$ cat src/silver_config.svh
`ifndef SILVER_CONFIG_SVH
`define SILVER_CONFIG_SVH

// datapath and register file sizes
`define SILVER_WORD_W      32
`define SILVER_REG_AW      6
`define SILVER_REG_COUNT   64

// opcodes kept by the execute core
`define SILVER_OPC_NORMAL     6'd0
`define SILVER_OPC_SHIFT      6'd1
`define SILVER_OPC_LOADCONST  6'd13
`define SILVER_OPC_LOADUPPER  6'd14

`endif
$ cat src/silver_pkg.sv
`default_nettype none

`include "silver_config.svh"

package silver_pkg;

   typedef logic [`SILVER_WORD_W-1:0] word_t;
   typedef logic [`SILVER_REG_AW-1:0] reg_addr_t;

   // order matches the func field encoding
   typedef enum logic [3:0] {
      f_add, f_add_carry, f_sub, f_carry,
      f_overflow, f_inc, f_dec, f_mul,
      f_mul_hu, f_and, f_or, f_xor,
      f_equal, f_less, f_lower, f_snd
   } alu_func_t;

   typedef enum logic [2:0] {
      op_normal,
      op_shift,
      op_load_const,
      op_load_upper,
      op_invalid
   } op_kind_t;

   typedef struct packed {
      logic       w_imm;
      reg_addr_t  rw;
      logic       is_const;
      logic       a_imm;
      reg_addr_t  ra;
      logic       b_imm;
      reg_addr_t  rb;
      alu_func_t  func;
      logic [5:0] opc;
   } instr_reg_t;

   typedef struct packed {
      logic        w_flag;
      reg_addr_t   rw;
      logic        is_const;  // same bit as in the register view
      logic        negate;
      logic [22:0] value;
   } instr_const_t;

   typedef union packed {
      instr_reg_t   r;
      instr_const_t c;
   } instr_u;

   typedef struct packed {
      op_kind_t  kind;
      alu_func_t func;
      reg_addr_t ra;
      reg_addr_t rb;
      reg_addr_t rw;
      logic      a_imm;
      logic      b_imm;
      word_t     a_ext;      // sign-extended ra field
      word_t     b_ext;      // sign-extended rb field
      word_t     const_val;
   } decoded_t;

   typedef struct packed {
      reg_addr_t rd;
      word_t     value;
      logic      invalid;
   } result_t;

endpackage

`default_nettype wire

$ cat src/silver_result_out.sv
`timescale 1ns/1ps
`default_nettype none

module silver_result_out (
   input  logic                clk,
   input  logic                rst_n,
   input  logic                load,
   input  silver_pkg::result_t result_in,
   output logic                free,
   output logic                out_req,
   input  logic                out_ack,
   output silver_pkg::result_t out_result
);
   import silver_pkg::*;

   result_t res_q;
   logic    req_q;
   logic    wait_low;  // ack seen, waiting for it to drop

   always_ff @(posedge clk) begin
      if (load) begin
         res_q <= result_in;
      end
   end

   always_ff @(posedge clk) begin
      if (!rst_n) begin
         req_q    <= 1'b0;
         wait_low <= 1'b0;
      end else if (load) begin
         req_q <= 1'b1;
      end else if (req_q && out_ack) begin
         req_q    <= 1'b0;
         wait_low <= 1'b1;
      end else if (wait_low && !out_ack) begin
         wait_low <= 1'b0;
      end
   end

   // load only arrives while free, so it never overlaps a handshake
   assign free       = !(req_q || wait_low);
   assign out_req    = req_q;
   assign out_result = res_q;

endmodule

`default_nettype wire

$ cat config.mk
export PLATFORM = sky130hd
export DESIGN_NAME = silver_result_out
export DESIGN_NICKNAME = d
export VERILOG_FILES = /design/src/silver_pkg.sv /design/src/silver_result_out.sv
export VERILOG_INCLUDE_DIRS = /design/src
export SDC_FILE = /design/constraint.sdc
export NUM_CORES = 1
export LEC_CHECK = 0
export CAP_MARGIN = 20
export CORE_UTILIZATION = 63
export CTS_BUF_LIST = sky130_fd_sc_hd__clkbuf_8
export DETAILED_ROUTE_END_ITERATION = 12
export DONT_BUFFER_PORTS = 1
export HOLD_SLACK_MARGIN = 0.02
export PLACE_DENSITY = 0.79
export SYNTH_ARGS = -nofsm -noshare
export SYNTH_HDL_FRONTEND = slang
export SYNTH_SLANG_ARGS = --single-unit
$ cat constraint.sdc
create_clock -name clk -period 0.9 [get_ports clk]
set_clock_uncertainty 0.05 [all_clocks]
set_input_delay 0.135 -clock clk [delete_from_list [all_inputs] [get_ports clk]]
set_output_delay 0.135 -clock clk [all_outputs]
set_load 0.01 [all_outputs]
==> metrics.md, run 1 <==
| Metric | Value |
|---|---|
| Tool Error | `[ERROR DPL-0038] Utilization greater than 100%, impossible to legalize` |
| Number of gates resized after cts | `4` |
| Post-CTS Hold Fix Bufs | `41` |
| #FFs+latches synth | `around 40` |
| Std cell rows | `15` |
| Die Ht | `46.5 um` |
| Top cell type by total area after synthesis | `edfxtp_1` |
| H-tree depth | `2` |
| Syn_area_per_cell | `approximately 27 um2` |
| Ys Warns | `0` |
| Synth area leaders | `edfxtp_1 94%, dfxtp_1 3.2%, nor2b_1 1.0%` |
| Register area share after synthesis | `97.2%` |
| Number of port buffers | `0` |
| Stop stage | `4_1_cts` |
| Status | `stopped before the end` |
| Synth unique cells | `6` |
| Chip width | `46.5 um` |
| Post-synth top area share | `a little over nine tenths` |
| Syn nets | `89` |
| Max Buffers Root-to-Sink | `2` |
| Num CTS Buffers | `5` |
| CTS sink count | `41` |
| Starting Density | `between 60% and 70%` |
| Clock Tree Root | `clkbuf_8` |
| Cells after Synth | `46` |
| Setup Fix Bufs, Post-CTS | `0` |
| GP Congestion | `0.699` |
| Dpl ws | `0.0910 ns` |
| Mapped Area | `roughly 1200 um2` |
| Io pins | `84` |
metrics by stage:
| stage | std cells | area (um2) | utilization [%] |
|---|---|---|---|
| floorplan | 46 | 1250 | - |
| global placement | 72 | 1280 | 72.1 |
| detailed placement | 72 | 1280 | 72.1 |
kinds of logic after synthesis:
| kind of cell | Yosys count | synth area share (%) |
|---|---|---|
| AO/OA/AOI/OAI | 2 | 1.51 |
| AND/OR/NAND/NOR | 3 | 1.30 |
| flip-flops | 41 | 97.2 |
Yosys cell counts, drive strengths merged:
cell	instances
nor2	1
dfxtp	2
o21a	1
edfxtp	39
nor2b	2
o221a	1
==> run 2, diff against run 1 <==
- CORE_AREA: default -> 2 2 63 65
- CORE_UTILIZATION: 63 -> default
- CTS_BUF_LIST: sky130_fd_sc_hd__clkbuf_8 -> default
- DIE_AREA: default -> 0 0 65 67
- HOLD_SLACK_MARGIN: 0.02 -> default
- PLACE_DENSITY: 0.79 -> default
- PLACE_DENSITY_LB_ADDON: default -> 0.15
==> metrics.md, run 2 <==
| Metric | Value |
|---|---|
| H-tree depth | `2` |
| Clock transition at path regs | `~0.060 ns` |
| Layout area overhead | `45.8%` |
| DP HPWL | `around 1.5 mm` |
| Largest net degree at the start of global routing | `43` |
| Post-CTS Hold Fix Bufs | `between 40 and 50` |
| Gr usage total | `between 10% and 20%` |
| Post-layout minimum cycle time | `0.943 ns` |
| Critical-path cell list | `buf_6` |
| Most common cell in the netlist | `edfxtp_1` |
| Final Power | `3.59 mW` |
| Post-synth top area share | `94.0%` |
| Vias | `slightly above 600` |
| Crit path capture type | `output port` |
| Placed Cells | `95` |
| Post-synth ARST share | `0%` |
| Initial antenna violation count | `0` |
| Critical Path Start Type | `flip-flop` |
| Pleak | `0.629 nW` |
| Critical Path RT | `a little over 0.7 ns` |
| R2r setup slk | `around 0.02 ns` |
| Worst Path Arrival | `~0.76 ns` |
| Antenna-violating nets left | `0` |
| Final Slew Violations | `0` |
| Syn nets | `slightly below 90` |
| Die Ht | `between 60 and 70 um` |
| Clock latency on the worst-skew pair | `0.28 ns` |
| Fmax | `about 1100 MHz` |
| #FFs+latches synth | `between 40 and 50` |
| Maximum Capacitance Violations | `0` |
| Non-Filler Instances | `around 140` |
| Vias in the first global route | `652` |
| Fraction of the cycle the final worst path needs | `105%` |
| Top_reg_cell synth | `edfxtp_1` |
| Syn_area_per_cell | `27.1 um2` |
| Slowest stage cell, crit path | `dfxtp_4` |
| Core footprint | `around 3600 um2` |
| Initial DRC count | `62` |
| RSZ-0062 raised after global routing | `true` |
| Worst path depth | `1` |
| DRC Markers | `0` |
| Fin. Hold Viols | `40` |
| Synth unique cells | `6` |
| Hold WC Path Type | `in -> reg` |
| Pwr/cell area | `between 1500 and 2000 nW/um2` |
| Vias per Instance | `around 4.3` |
| Share of cells above drive strength 1 | `under 10%` |
| Clock Tree Root | `clkbuf_8` |
| DR WL/cell | `about 16 um` |
| Crit Path Category | `reg -> out` |
| Std cell rows | `22` |
| Fin Hold WS | `-0.0818 ns` |
| Layout Nets | `approximately 140` |
| Register area | `approximately 1200 um2` |
| Post-synth EDFFs | `39` |
| Num CTS Buffers | `5` |
| Max Buffers Root-to-Sink | `2` |
| Critical path destination | `out_req` |
| Synth Area in Compound Gates | `1.51%` |
| TritonCTS clock tree | `yes` |
| GP Congestion | `slightly above 0.7` |
| Peak fanout along the critical path | `4` |
| Register area share after synthesis | `between 90% and 100%` |
| FF-to-FF Start | `out_req$_SDFFE_PN0P_` |
| Synth Area in XOR/XNOR | `0%` |
| Chip width | `65 um` |
| Ys Warns | `0` |
| Setup-failing EPs final | `6` |
| Max reg flops | `39` |
| Multi-input gate area | `about 43 um2` |
| DRT Pass-1 Iters | `4` |
| Number of port buffers | `0` |
| Failing checks | `negative hold slack, negative setup slack` |
| Worst Max-Slew Pin Slew | `around 0.15 ns` |
| Synth area leaders | `edfxtp_1 94%, dfxtp_1 3.2%, nor2b_1 1.0%` |
| Buf/Inv on CP | `1` |
| Die footprint | `between 4000 and 5000 um2` |
| Commonest non-fill, non-tap cells in the layout | `41 x dlygate4sd3_1, 39 x edfxtp_1, 5 x clkbuf_8` |
| Top cell type by total area after synthesis | `edfxtp_1` |
| Global-route wire length before repair | `around 3.2 mm` |
| # diodes | `0` |
| Global route total overflow | `0` |
| Starting Density | `between 30 and 40%` |
| FILL cells | `about 300` |
| Worst setup margin | `-0.0433 ns` |
| Largest family of logic cells by synthesized area | `compound AO/OA/AOI/OAI gates` |
| Cells after Synth | `between 40 and 50` |
| Setup Fix Bufs, Post-CTS | `0` |
| Io pins | `84` |
| CTS sink count | `just over 40` |
| Mapped Area | `roughly 1200 um2` |
| Overall routed net length | `2.24 mm` |
| Most frequent cells after synthesis | `39 x edfxtp_1, 2 x dfxtp_1, 2 x nor2b_1` |
| Max-slew headroom | `90.1%` |
| Post-Synth Simple-Gate Area | `1.31%` |
| Crit path launch | `out_req$_SDFFE_PN0P_` |
| Status | `finished, violations left` |
| Crit path max-delay family | `flip-flops` |
| Most common cell after layout, fill and taps aside | `dlygate4sd3_1` |
| Mux contribution to synthesized area | `0%` |
| Synth Area in Adders | `0%` |
| Slowest stage delay, CP | `~0.36 ns` |
| Reg2Reg Depth | `2` |
| Maximum vdd drop | `slightly above 0.9 mV` |
| R2r endpoint | `wait_low$_SDFFE_PN0P_` |
run 2: cell counts after synthesis:
No cell type changed its count.
run 2: how the worst min path moves through the flow:
| stage | start | endpoint | slack [ns] | depth (start not counted) |
|---|---|---|---|---|
| 4_1_cts | load | out_result[12]$_DFFE_PP_ | -0.1 | 0 |
| 3_3_place_gp | result_in[27] | out_result[27]$_DFFE_PP_ | 0.18 | 0 |
| 2_1_floorplan | result_in[0] | out_result[0]$_DFFE_PP_ | 0.18 | 0 |
| 3_5_place_dp | result_in[4] | out_result[4]$_DFFE_PP_ | 0.18 | 0 |
| 5_1_grt | load | out_result[12]$_DFFE_PP_ | -0.10 | 0 |
| 6_report | load | out_result[19]$_DFFE_PP_ | -0.08 | 0 |
run 2: per-layer routing:
layer  up-vias  part of all wire (%)  GRT usage (%)
met5         -                     0              0
met4         0                   2.1           6.65
li1        277                     -              -
met2        52                    56           19.3
met1       286                    32           8.81
met3         6                    11           5.41
run 2: cells by family (layout without fill, tap and decap cells):
| logic type | count (synthesis) | after routing |
|---|---|---|
| AO/OA/AOI/OAI | 2 | 2 |
| buffers and inverters | 0 | 49 |
| flip-flops | 41 | 41 |
| AND/OR/NAND/NOR | 3 | 3 |
run 2: power breakdown:
group	internal [mW]	total, mW	switching [mW]
sequential	2.26	2.40	0.134
combinational	0.131	0.165	0.0337
clock	0.521	1.03	0.510
total	2.91	3.59	0.677
run 2: timing repair:
item | 4_1_cts | 5_1_grt
gates resized for setup | 4 | 2
setup endpoints to repair | 25 | 41
gates cloned | 0 | 0
endpoints found under the hold margin | 80 | 40
pin swaps | 0 | 0
run 2: through the flow:
stage                     setup TNS [ns]  worst slack (ns)  instance area (um2)  hold WS (ns)  util, %
after floorplan                        0            0.0700                 1250         0.184        -
after global placement                 0             0.100                 1310         0.184     36.4
after detailed placement               0            0.0610                 1310         0.184     36.4
after CTS                         -0.302           -0.0589                 1810       -0.0965     50.2
after global routing              -0.847           -0.0679                 1820        -0.103     50.4
final                            -0.0800           -0.0433                 1820       -0.0818     50.4
run 2: layout make-up:
cell class / instances / share of cell area [%]
tap: 48 / 3.31
timing repair buffer: 42 / 23.2
sequential: 41 / 66.9
clock inverter: 1 / 0.207
clock buffer: 6 / 3.99
multi-input combinational: 5 / 2.34
No activity file was read; power rests on OpenSTA's default activity.
