## src/silver_config.svh

```systemverilog
`ifndef SILVER_CONFIG_SVH
`define SILVER_CONFIG_SVH

// datapath and register file sizes
`define SILVER_WORD_W      32
`define SILVER_REG_AW      6
`define SILVER_REG_COUNT   64

// opcodes kept by the execute core
`define SILVER_OPC_NORMAL     6'd0
`define SILVER_OPC_SHIFT      6'd1
`define SILVER_OPC_LOADCONST  6'd13
`define SILVER_OPC_LOADUPPER  6'd14

`endif
```

## src/silver_pkg.sv

```systemverilog
`default_nettype none

`include "silver_config.svh"

package silver_pkg;

   typedef logic [`SILVER_WORD_W-1:0] word_t;
   typedef logic [`SILVER_REG_AW-1:0] reg_addr_t;

   // order matches the func field encoding
   typedef enum logic [3:0] {
      f_add, f_add_carry, f_sub, f_carry,
      f_overflow, f_inc, f_dec, f_mul,
      f_mul_hu, f_and, f_or, f_xor,
      f_equal, f_less, f_lower, f_snd
   } alu_func_t;

   typedef enum logic [2:0] {
      op_normal,
      op_shift,
      op_load_const,
      op_load_upper,
      op_invalid
   } op_kind_t;

   typedef struct packed {
      logic       w_imm;
      reg_addr_t  rw;
      logic       is_const;
      logic       a_imm;
      reg_addr_t  ra;
      logic       b_imm;
      reg_addr_t  rb;
      alu_func_t  func;
      logic [5:0] opc;
   } instr_reg_t;

   typedef struct packed {
      logic        w_flag;
      reg_addr_t   rw;
      logic        is_const;  // same bit as in the register view
      logic        negate;
      logic [22:0] value;
   } instr_const_t;

   typedef union packed {
      instr_reg_t   r;
      instr_const_t c;
   } instr_u;

   typedef struct packed {
      op_kind_t  kind;
      alu_func_t func;
      reg_addr_t ra;
      reg_addr_t rb;
      reg_addr_t rw;
      logic      a_imm;
      logic      b_imm;
      word_t     a_ext;      // sign-extended ra field
      word_t     b_ext;      // sign-extended rb field
      word_t     const_val;
   } decoded_t;

   typedef struct packed {
      reg_addr_t rd;
      word_t     value;
      logic      invalid;
   } result_t;

endpackage

`default_nettype wire

```

## src/silver_instr_in.sv

```systemverilog
`timescale 1ns/1ps
`default_nettype none

module silver_instr_in (
   input  logic               clk,
   input  logic               rst_n,
   input  logic               in_req,
   input  silver_pkg::instr_u in_instr,
   output logic               in_ack,
   output silver_pkg::instr_u instr,
   output logic               full,
   input  logic               take
);
   import silver_pkg::*;

   instr_u instr_q;
   logic   full_q;
   logic   ack_q;
   logic   capture;

   // new word only into an empty buffer, and only once per handshake
   assign capture = in_req && !full_q && !ack_q;

   always_ff @(posedge clk) begin
      if (capture) begin
         instr_q <= in_instr;
      end
   end

   always_ff @(posedge clk) begin
      if (!rst_n) begin
         full_q <= 1'b0;
         ack_q  <= 1'b0;
      end else if (capture) begin
         full_q <= 1'b1;
         ack_q  <= 1'b1;
      end else begin
         if (take) begin
            full_q <= 1'b0;
         end
         if (ack_q && !in_req) begin
            ack_q <= 1'b0;  // sender has let go of req
         end
      end
   end

   assign in_ack = ack_q;
   assign instr  = instr_q;
   assign full   = full_q;

endmodule

`default_nettype wire

```

## config.mk

```make
export PLATFORM = sky130hd
export DESIGN_NAME = silver_instr_in
export DESIGN_NICKNAME = d
export VERILOG_FILES = /design/src/silver_pkg.sv /design/src/silver_instr_in.sv
export VERILOG_INCLUDE_DIRS = /design/src
export SDC_FILE = /design/constraint.sdc
export NUM_CORES = 1
export LEC_CHECK = 0
export ABC_CLOCK_PERIOD_IN_PS = 2000
export BUFFER_PORTS_ARGS = -buffer_cell sky130_fd_sc_hd__buf_2
export CAP_MARGIN = 20
export CORE_UTILIZATION = 38
export CTS_BUF_LIST = sky130_fd_sc_hd__clkbuf_4 sky130_fd_sc_hd__clkbuf_8
export CTS_CLUSTER_SIZE = 24
export DETAILED_ROUTE_END_ITERATION = 10
export MAX_ROUTING_LAYER = met4
export PLACE_DENSITY = 0.88
export SLEW_MARGIN = 30
export SYNTH_ARGS = -nofsm -noshare
export SYNTH_HDL_FRONTEND = slang
export SYNTH_SLANG_ARGS = --single-unit
```

## constraint.sdc

```tcl
create_clock -name clk -period 2 [get_ports clk]
set_clock_uncertainty 0.05 [all_clocks]
set_input_delay 0.2 -clock clk [delete_from_list [all_inputs] [get_ports clk]]
set_output_delay 0.2 -clock clk [all_outputs]
set_load 0.02 [all_outputs]
```

==> impl_metrics.csv, run 1 <==
group,metric,value,unit
sta,drv_slew,0,
cts,worstSkewPairLatency,0.32,ns
global_routing,use_met1,22.2,%
sta,setup_violations,0,
power,leakage,0.788,nW
global_routing,grt_max_degree,22,
synthesis,syn_nets,76,
hold_path,min_path_type,"primary input to flop",
outcome,status,"complete, no violations",
worst_setup_path,cpLargestDelayFamily,"flip-flops",
floorplanning,coreArea,0.00252,mm²
synthesis,synth_seq_cells,34,
worst_setup_path,crit_required,1.95,ns
power,ir_drop,0.570,mV
drt,drt_wl_total,2830,µm
synthesis,yosysSeqAreaShare,96.3,%
synthesis,synth.avg_cell_area,26.0,µm²
drt,ant_nets,0,
synthesis,syn_inst,40,
place,placed_cell_area,0.00144,mm²
run,cap_violations,0,
finish,drive_above_1_share,52.3,%
worst_setup_path,critPathBufInv,1,
global_routing,grtUsageMet3,6.67,%
drt,first_iter_violations,21,
sta,worstMarginPinSlew,0.252,ns
floorplanning,ios,70,
global_routing,top_usage_layer,"met2",
global_routing,use_met2,37.8,%
finish,fill_cells,170,
global_routing,grt.total_usage,22.4,%
worst_setup_path,cp_slowest_cell,"dfxtp_1",
worst_setup_path,end_kind,"flop",
drt,num_vias,842,
global_routing,grt_pass1_wl,3980,µm
hold_path,min_path_cells,2,
cts,cts.sinks,34,
cts,clk_pin_slew,0.10,ns
floorplanning,die_h,54.3,µm
floorplanning,initial_utilization,41.2,%
worst_setup_path,crit_chain,"nor3b_4 -> buf_4",
sta,min_period_over_period,62.4,%
global_routing,grt_overflow_total,0,
worst_setup_path,start_kind,"flop",
drt,drc,0,
finish,fin_nets,186,
sta,finalHoldViolCount,0,
drt,drtPass1Iterations,4,
drt,drt-wirelength-per-cell,15.7,µm
cts,cts_resized,0,
synthesis,synth_compound_area_share,1.20,%
cts,numCtsBuffers,5,
synthesis,synthXorXnorAreaFrac,0,%
finish,final_cell_count_no_fill,181,
worst_setup_path,cp.depth,2,
synthesis,synth_adder_area_share,0,%
sta,setup_tns,0,ns
cts,cts_root_buffer,"clkbuf_4",
synthesis,synth_cell_type_count,8,
synthesis,syn_area,0.00104,mm²
finish,diodes,0,
synthesis,synth_top_family_by_area,"simple AND/OR/NAND/NOR gates",
floorplanning,die_x,54.3,µm
sta,min_period,1.25,ns
floorplanning,rows,18,
worst_setup_path,critical_path_class,"flop to flop",
global_routing,grt_pass1_vias,892,
sta,rsz0062_at_grt,"false",
place,io_buffers,69,
drt,vias_per_cell,4.65,
worst_setup_path,path_max_fanout,21,
synthesis,synthSimpleGateAreaFrac,2.17,%
sta,relSlewSlack,83.2,%
synthesis,synthMuxAreaShare,0,%
place,place_inst,141,
global_routing,antenna_found_initial,0,
finish,syn2layout_area_growth,74.8,%
floorplanning,dieArea,0.00295,mm²
synthesis,ys_warn_count,0,
cts,h-tree-depth,2,
place,finalWeightedCongestion,0.668,
cts,cts.path.max_buffers,2,
cts,cts_tree,"yes",
sta,fmax,802,MHz
worst_setup_path,ff2ff_path_depth,2,
finish,final_area,0.00182,mm²
worst_setup_path,arrival,1.20,ns
worst_setup_path,max_stage_delay,0.36,ns
power,power_density,779,mW/mm²
-- cells by family after synthesis --
family | after synthesis
flip-flops | 34
AND/OR/NAND/NOR | 3
AO/OA/AOI/OAI | 2
buffers and inverters | 1
-- repair_timing --
item / CTS / global route
endpoints found under the hold margin: 31 / 1
setup buffers: 0 / 0
hold buffers: 31 / 1
-- per-stage QoR --
step	power [mW]	worst slack, ns	util (%)	hold slack (ns)
2_1_floorplan	0.942	0.206	-	0.249
3_3_place_gp	1.02	0.815	57.2	0.327
3_5_place_dp	1.02	0.798	57.2	0.328
4_1_cts	1.42	0.773	71.7	0.000114
5_1_grt	1.47	0.684	72.1	0.0371
6_report	1.42	0.752	72.1	0.0523
-- sequential cells by signal, summed over array words and instances, names as in the netlist --
| name | count |
|---|---|
| in_ack | 1 |
| instr | 32 |
| full | 1 |
-- layer usage --
metal / vias to the layer above / wire length (µm)
li1: 375 / -
met1: 395 / 978
met2: 66 / 1510
met3: 6 / 288
met4: 0 / 53
met5: - / 0
-- worst paths after layout --
| check | from | endpoint | slack (ns) |
|---|---|---|---|
| max reg2reg | in_ack | instr[0] | 0.75 |
| min | rst_n | full | 0.05 |
| max | in_ack | instr[0] | 0.75 |
| min reg2reg | in_ack | in_ack | 0.46 |
-- synthesized netlist by cell type (all sizes together) --
library cell	count	share of area, %
edfxtp	32	92
dfxtp	2	3.9
a21oi	1	0.48
inv	1	0.36
nand2	1	0.36
nor2b	1	0.60
nor3b	1	1.2
o21a	1	0.72
-- placed cells by master (no fill, tap or decap) --
cell,count
clkinv_1,1
edfxtp_1,32
clkbuf_4,6
buf_2,69
dlygate4sd3_1,32
clkinv_2,1
buf_4,2
inv_1,1
nor3b_4,1
dfxtp_1,2
nor2b_1,1
o21a_1,1
nand2_1,1
a21oi_1,1
-- power by group --
part,internal [mW],switching (mW)
Clock,0.146,0.208
Combinational,0.101,0.114
Sequential,0.833,0.0152
-- area by class of cell --
class / instances / area [µm²] / share of cell area [%]
flip-flops and latches: 34 / 1000 / 55.1
repair buffers: 103 / 681 / 37.4
clock buffers: 6 / 45.0 / 2.48
multi-input cells: 5 / 41.3 / 2.27
well taps: 30 / 37.5 / 2.06
clock inverters: 2 / 8.76 / 0.482
inverters: 1 / 3.75 / 0.206
-- worst register-to-register path, stage by stage, from the launching register on --
cell and delay (ns):
dfxtp_1 0.36, nor3b_4 0.22, buf_4 0.30
Note: power is estimated with default switching activity, not from simulation.
==> run 2: changes to the inputs <==
--- a/config.mk
+++ b/config.mk
@@ -6,15 +6,15 @@
 export SDC_FILE = /design/constraint.sdc
 export NUM_CORES = 1
 export LEC_CHECK = 0
-export ABC_CLOCK_PERIOD_IN_PS = 2000
+export ABC_CLOCK_PERIOD_IN_PS = 1300
 export BUFFER_PORTS_ARGS = -buffer_cell sky130_fd_sc_hd__buf_2
 export CAP_MARGIN = 20
-export CORE_UTILIZATION = 38
+export CORE_UTILIZATION = 42
 export CTS_BUF_LIST = sky130_fd_sc_hd__clkbuf_4 sky130_fd_sc_hd__clkbuf_8
 export CTS_CLUSTER_SIZE = 24
 export DETAILED_ROUTE_END_ITERATION = 10
 export MAX_ROUTING_LAYER = met4
-export PLACE_DENSITY = 0.88
+export PLACE_DENSITY = 0.92
 export SLEW_MARGIN = 30
 export SYNTH_ARGS = -nofsm -noshare
 export SYNTH_HDL_FRONTEND = slang
==> constraint.sdc (replaced) <==
create_clock -name clk -period 1.3 [get_ports clk]
set_clock_uncertainty 0.05 [all_clocks]
set_input_delay 0.13 -clock clk [delete_from_list [all_inputs] [get_ports clk]]
set_output_delay 0.13 -clock clk [all_outputs]
set_load 0.02 [all_outputs]
==> run 2 against run 1 <==
Via count increased by 1.7%. Flip-flop and latch count is the same. Total power is 62% higher. Highest routed layer unchanged. Die area decreased by 9.2%. Sequential power increased by 54%. Global-route usage rose by 4.7 points. Clock power grew 80%.
==> impl_metrics.csv, run 2 (synthesis gave the netlist of run 1 again) <==
group,metric,value,unit
worst_setup_path,critPathLaunch,"full",
cts,cts.sinks,34,
sta,setup_violations,0,
drt,wl_met1,1150,µm
drt,drc,0,
global_routing,grt_pass1_wl,4510,µm
finish,fin_nets,189,
floorplanning,die_x,51.8,µm
cts,h-tree-depth,2,
sta,worst_slack,0.0148,ns
sta,rsz0062_at_grt,"true",
cts,cts.path.max_buffers,2,
sta,min_period_over_period,98.9,%
worst_setup_path,crit_chain,"nor3b_4 -> buf_4",
finish,layout_common_cells,"buf_2, dlygate4sd3_1, edfxtp_1",
worst_setup_path,max_stage_delay,0.39,ns
power,leakage,0.821,nW
worst_setup_path,critical_path_class,"flop to flop",
drt,top_layer_used,"met4",
sta,worst_hold_slack,0.0885,ns
floorplanning,ios,70,
sta,worstMarginPinSlew,0.313,ns
drt,wl_met3,291,µm
sta,min_period,1.29,ns
finish,diodes,0,
global_routing,grt_max_degree,15,
finish,drive_above_1_share,53.9,%
sta,setup_tns,0,ns
worst_setup_path,rr_endpoint,"instr[22]",
finish,largest_reg_flops,32,
worst_setup_path,ff2ff_path_depth,2,
sta,finalHoldViolCount,0,
drt,drt_wl_total,3210,µm
place,finalWeightedCongestion,0.704,
drt,drtPass1Iterations,4,
cts,post-cts-setup-buffers,0,
worst_setup_path,end_kind,"flop",
run,cap_violations,0,
sta,drv_slew,0,
drt,vias_per_cell,4.70,
worst_setup_path,cp_slowest_cell,"dfxtp_4",
global_routing,grt_overflow_total,0,
finish,syn2layout_area_growth,80.3,%
power,power_density,1230,mW/mm²
worst_setup_path,path_max_fanout,7,
drt,num_vias,856,
cts,numCtsBuffers,5,
outcome,status,"complete, no violations",
cts,clk_pin_slew,0.11,ns
floorplanning,initial_utilization,45.7,%
worst_setup_path,r2r_setup_slack,0.01,ns
global_routing,grt_pass1_vias,915,
floorplanning,rows,17,
worst_setup_path,crit_required,1.29,ns
worst_setup_path,r2r_start,"full",
worst_setup_path,endpoint,"instr[22]",
hold_path,min_path_type,"primary input to flop",
power,ir_drop,0.908,mV
cts,cts_tree,"yes",
cts,cts_root_buffer,"clkbuf_4",
worst_setup_path,arrival,1.28,ns
worst_setup_path,start_kind,"flop",
global_routing,antenna_found_initial,0,
drt,met2WireLength,1720,µm
global_routing,grt.total_usage,27.1,%
place,pre_cts_slack,0.117,ns
drt,drt-wirelength-per-cell,17.7,µm
floorplanning,coreArea,0.00228,mm²
sta,relSlewSlack,79.1,%
finish,layout_commonest_cell,"buf_2",
drt,ant_nets,0,
place,io_buffers,69,
sta,fmax,778,MHz
power,power,2.30,mW
floorplanning,die_h,51.8,µm
drt,first_iter_violations,34,
floorplanning,dieArea,0.00268,mm²
cts,worstSkewPairLatency,0.33,ns
==> run 2: cell types whose count changed in the layout (fill, tap and decap cells not counted), sizes merged <==
| cell | delta |
|---|---|
| buf | +1 |
| clkbuf | +1 |
| clkinv | -1 |
| dlygate4sd3 | +1 |
| dlymetal6s4s | +1 |
==> run 2: power breakdown <==
group	internal, mW	switching [mW]	total [mW]
Clock	0.283	0.351	0.634
Sequential	1.28	0.0249	1.31
Combinational	0.171	0.188	0.359
==> run 2: critical path: cells and delay by family, from the launching register on <==
kind | cells | cell delay (ns)
buffers and inverters | 1 | 0.23
flip-flops | 1 | 0.39
AND/OR/NAND/NOR | 1 | 0.33
==> run 2: timing repair <==
action	4_1_cts	5_1_grt
hold endpoints to repair	34	0
gates resized for setup	0	6
endpoints found under the setup margin	0	24
hold buffers	34	0
==> run 2: how the worst min path moves through the flow <==
stage | startpoint | endpoint | slack [ns] | depth (start not counted)
2_1_floorplan | in_instr[0] | instr[0] | 0.18 | 0
3_3_place_gp | in_instr[5] | instr[5] | 0.26 | 1
3_5_place_dp | in_instr[10] | instr[10] | 0.26 | 1
4_1_cts | take | full | 0.03 | 3
5_1_grt | take | full | 0.08 | 3
6_report | take | full | 0.09 | 3
==> run 2: layer usage <==
layer / up-vias / GRT usage [%]
met2: 62 / 47.6
li1: 382 / -
met5: - / -
met3: 7 / 10.8
met1: 405 / 27.1
met4: 0 / 9.46
==> run 2: final cells by class <==
type	count	area [µm²]
fillers	110	402
flip-flops and latches	34	1010
repair buffers	106	724
clock buffers	7	58.8
multi-input cells	5	41.3
inverters	1	3.75
clock inverters	1	5.00
well taps	28	35.0
==> run 2: per-stage QoR <==
step,utilization [%],area [µm²],instances
2_1_floorplan,-,1050,40
3_3_place_gp,63.9,1450,140
3_5_place_dp,63.9,1450,140
4_1_cts,81.6,1860,182
5_1_grt,82.4,1870,182
6_report,82.4,1870,182
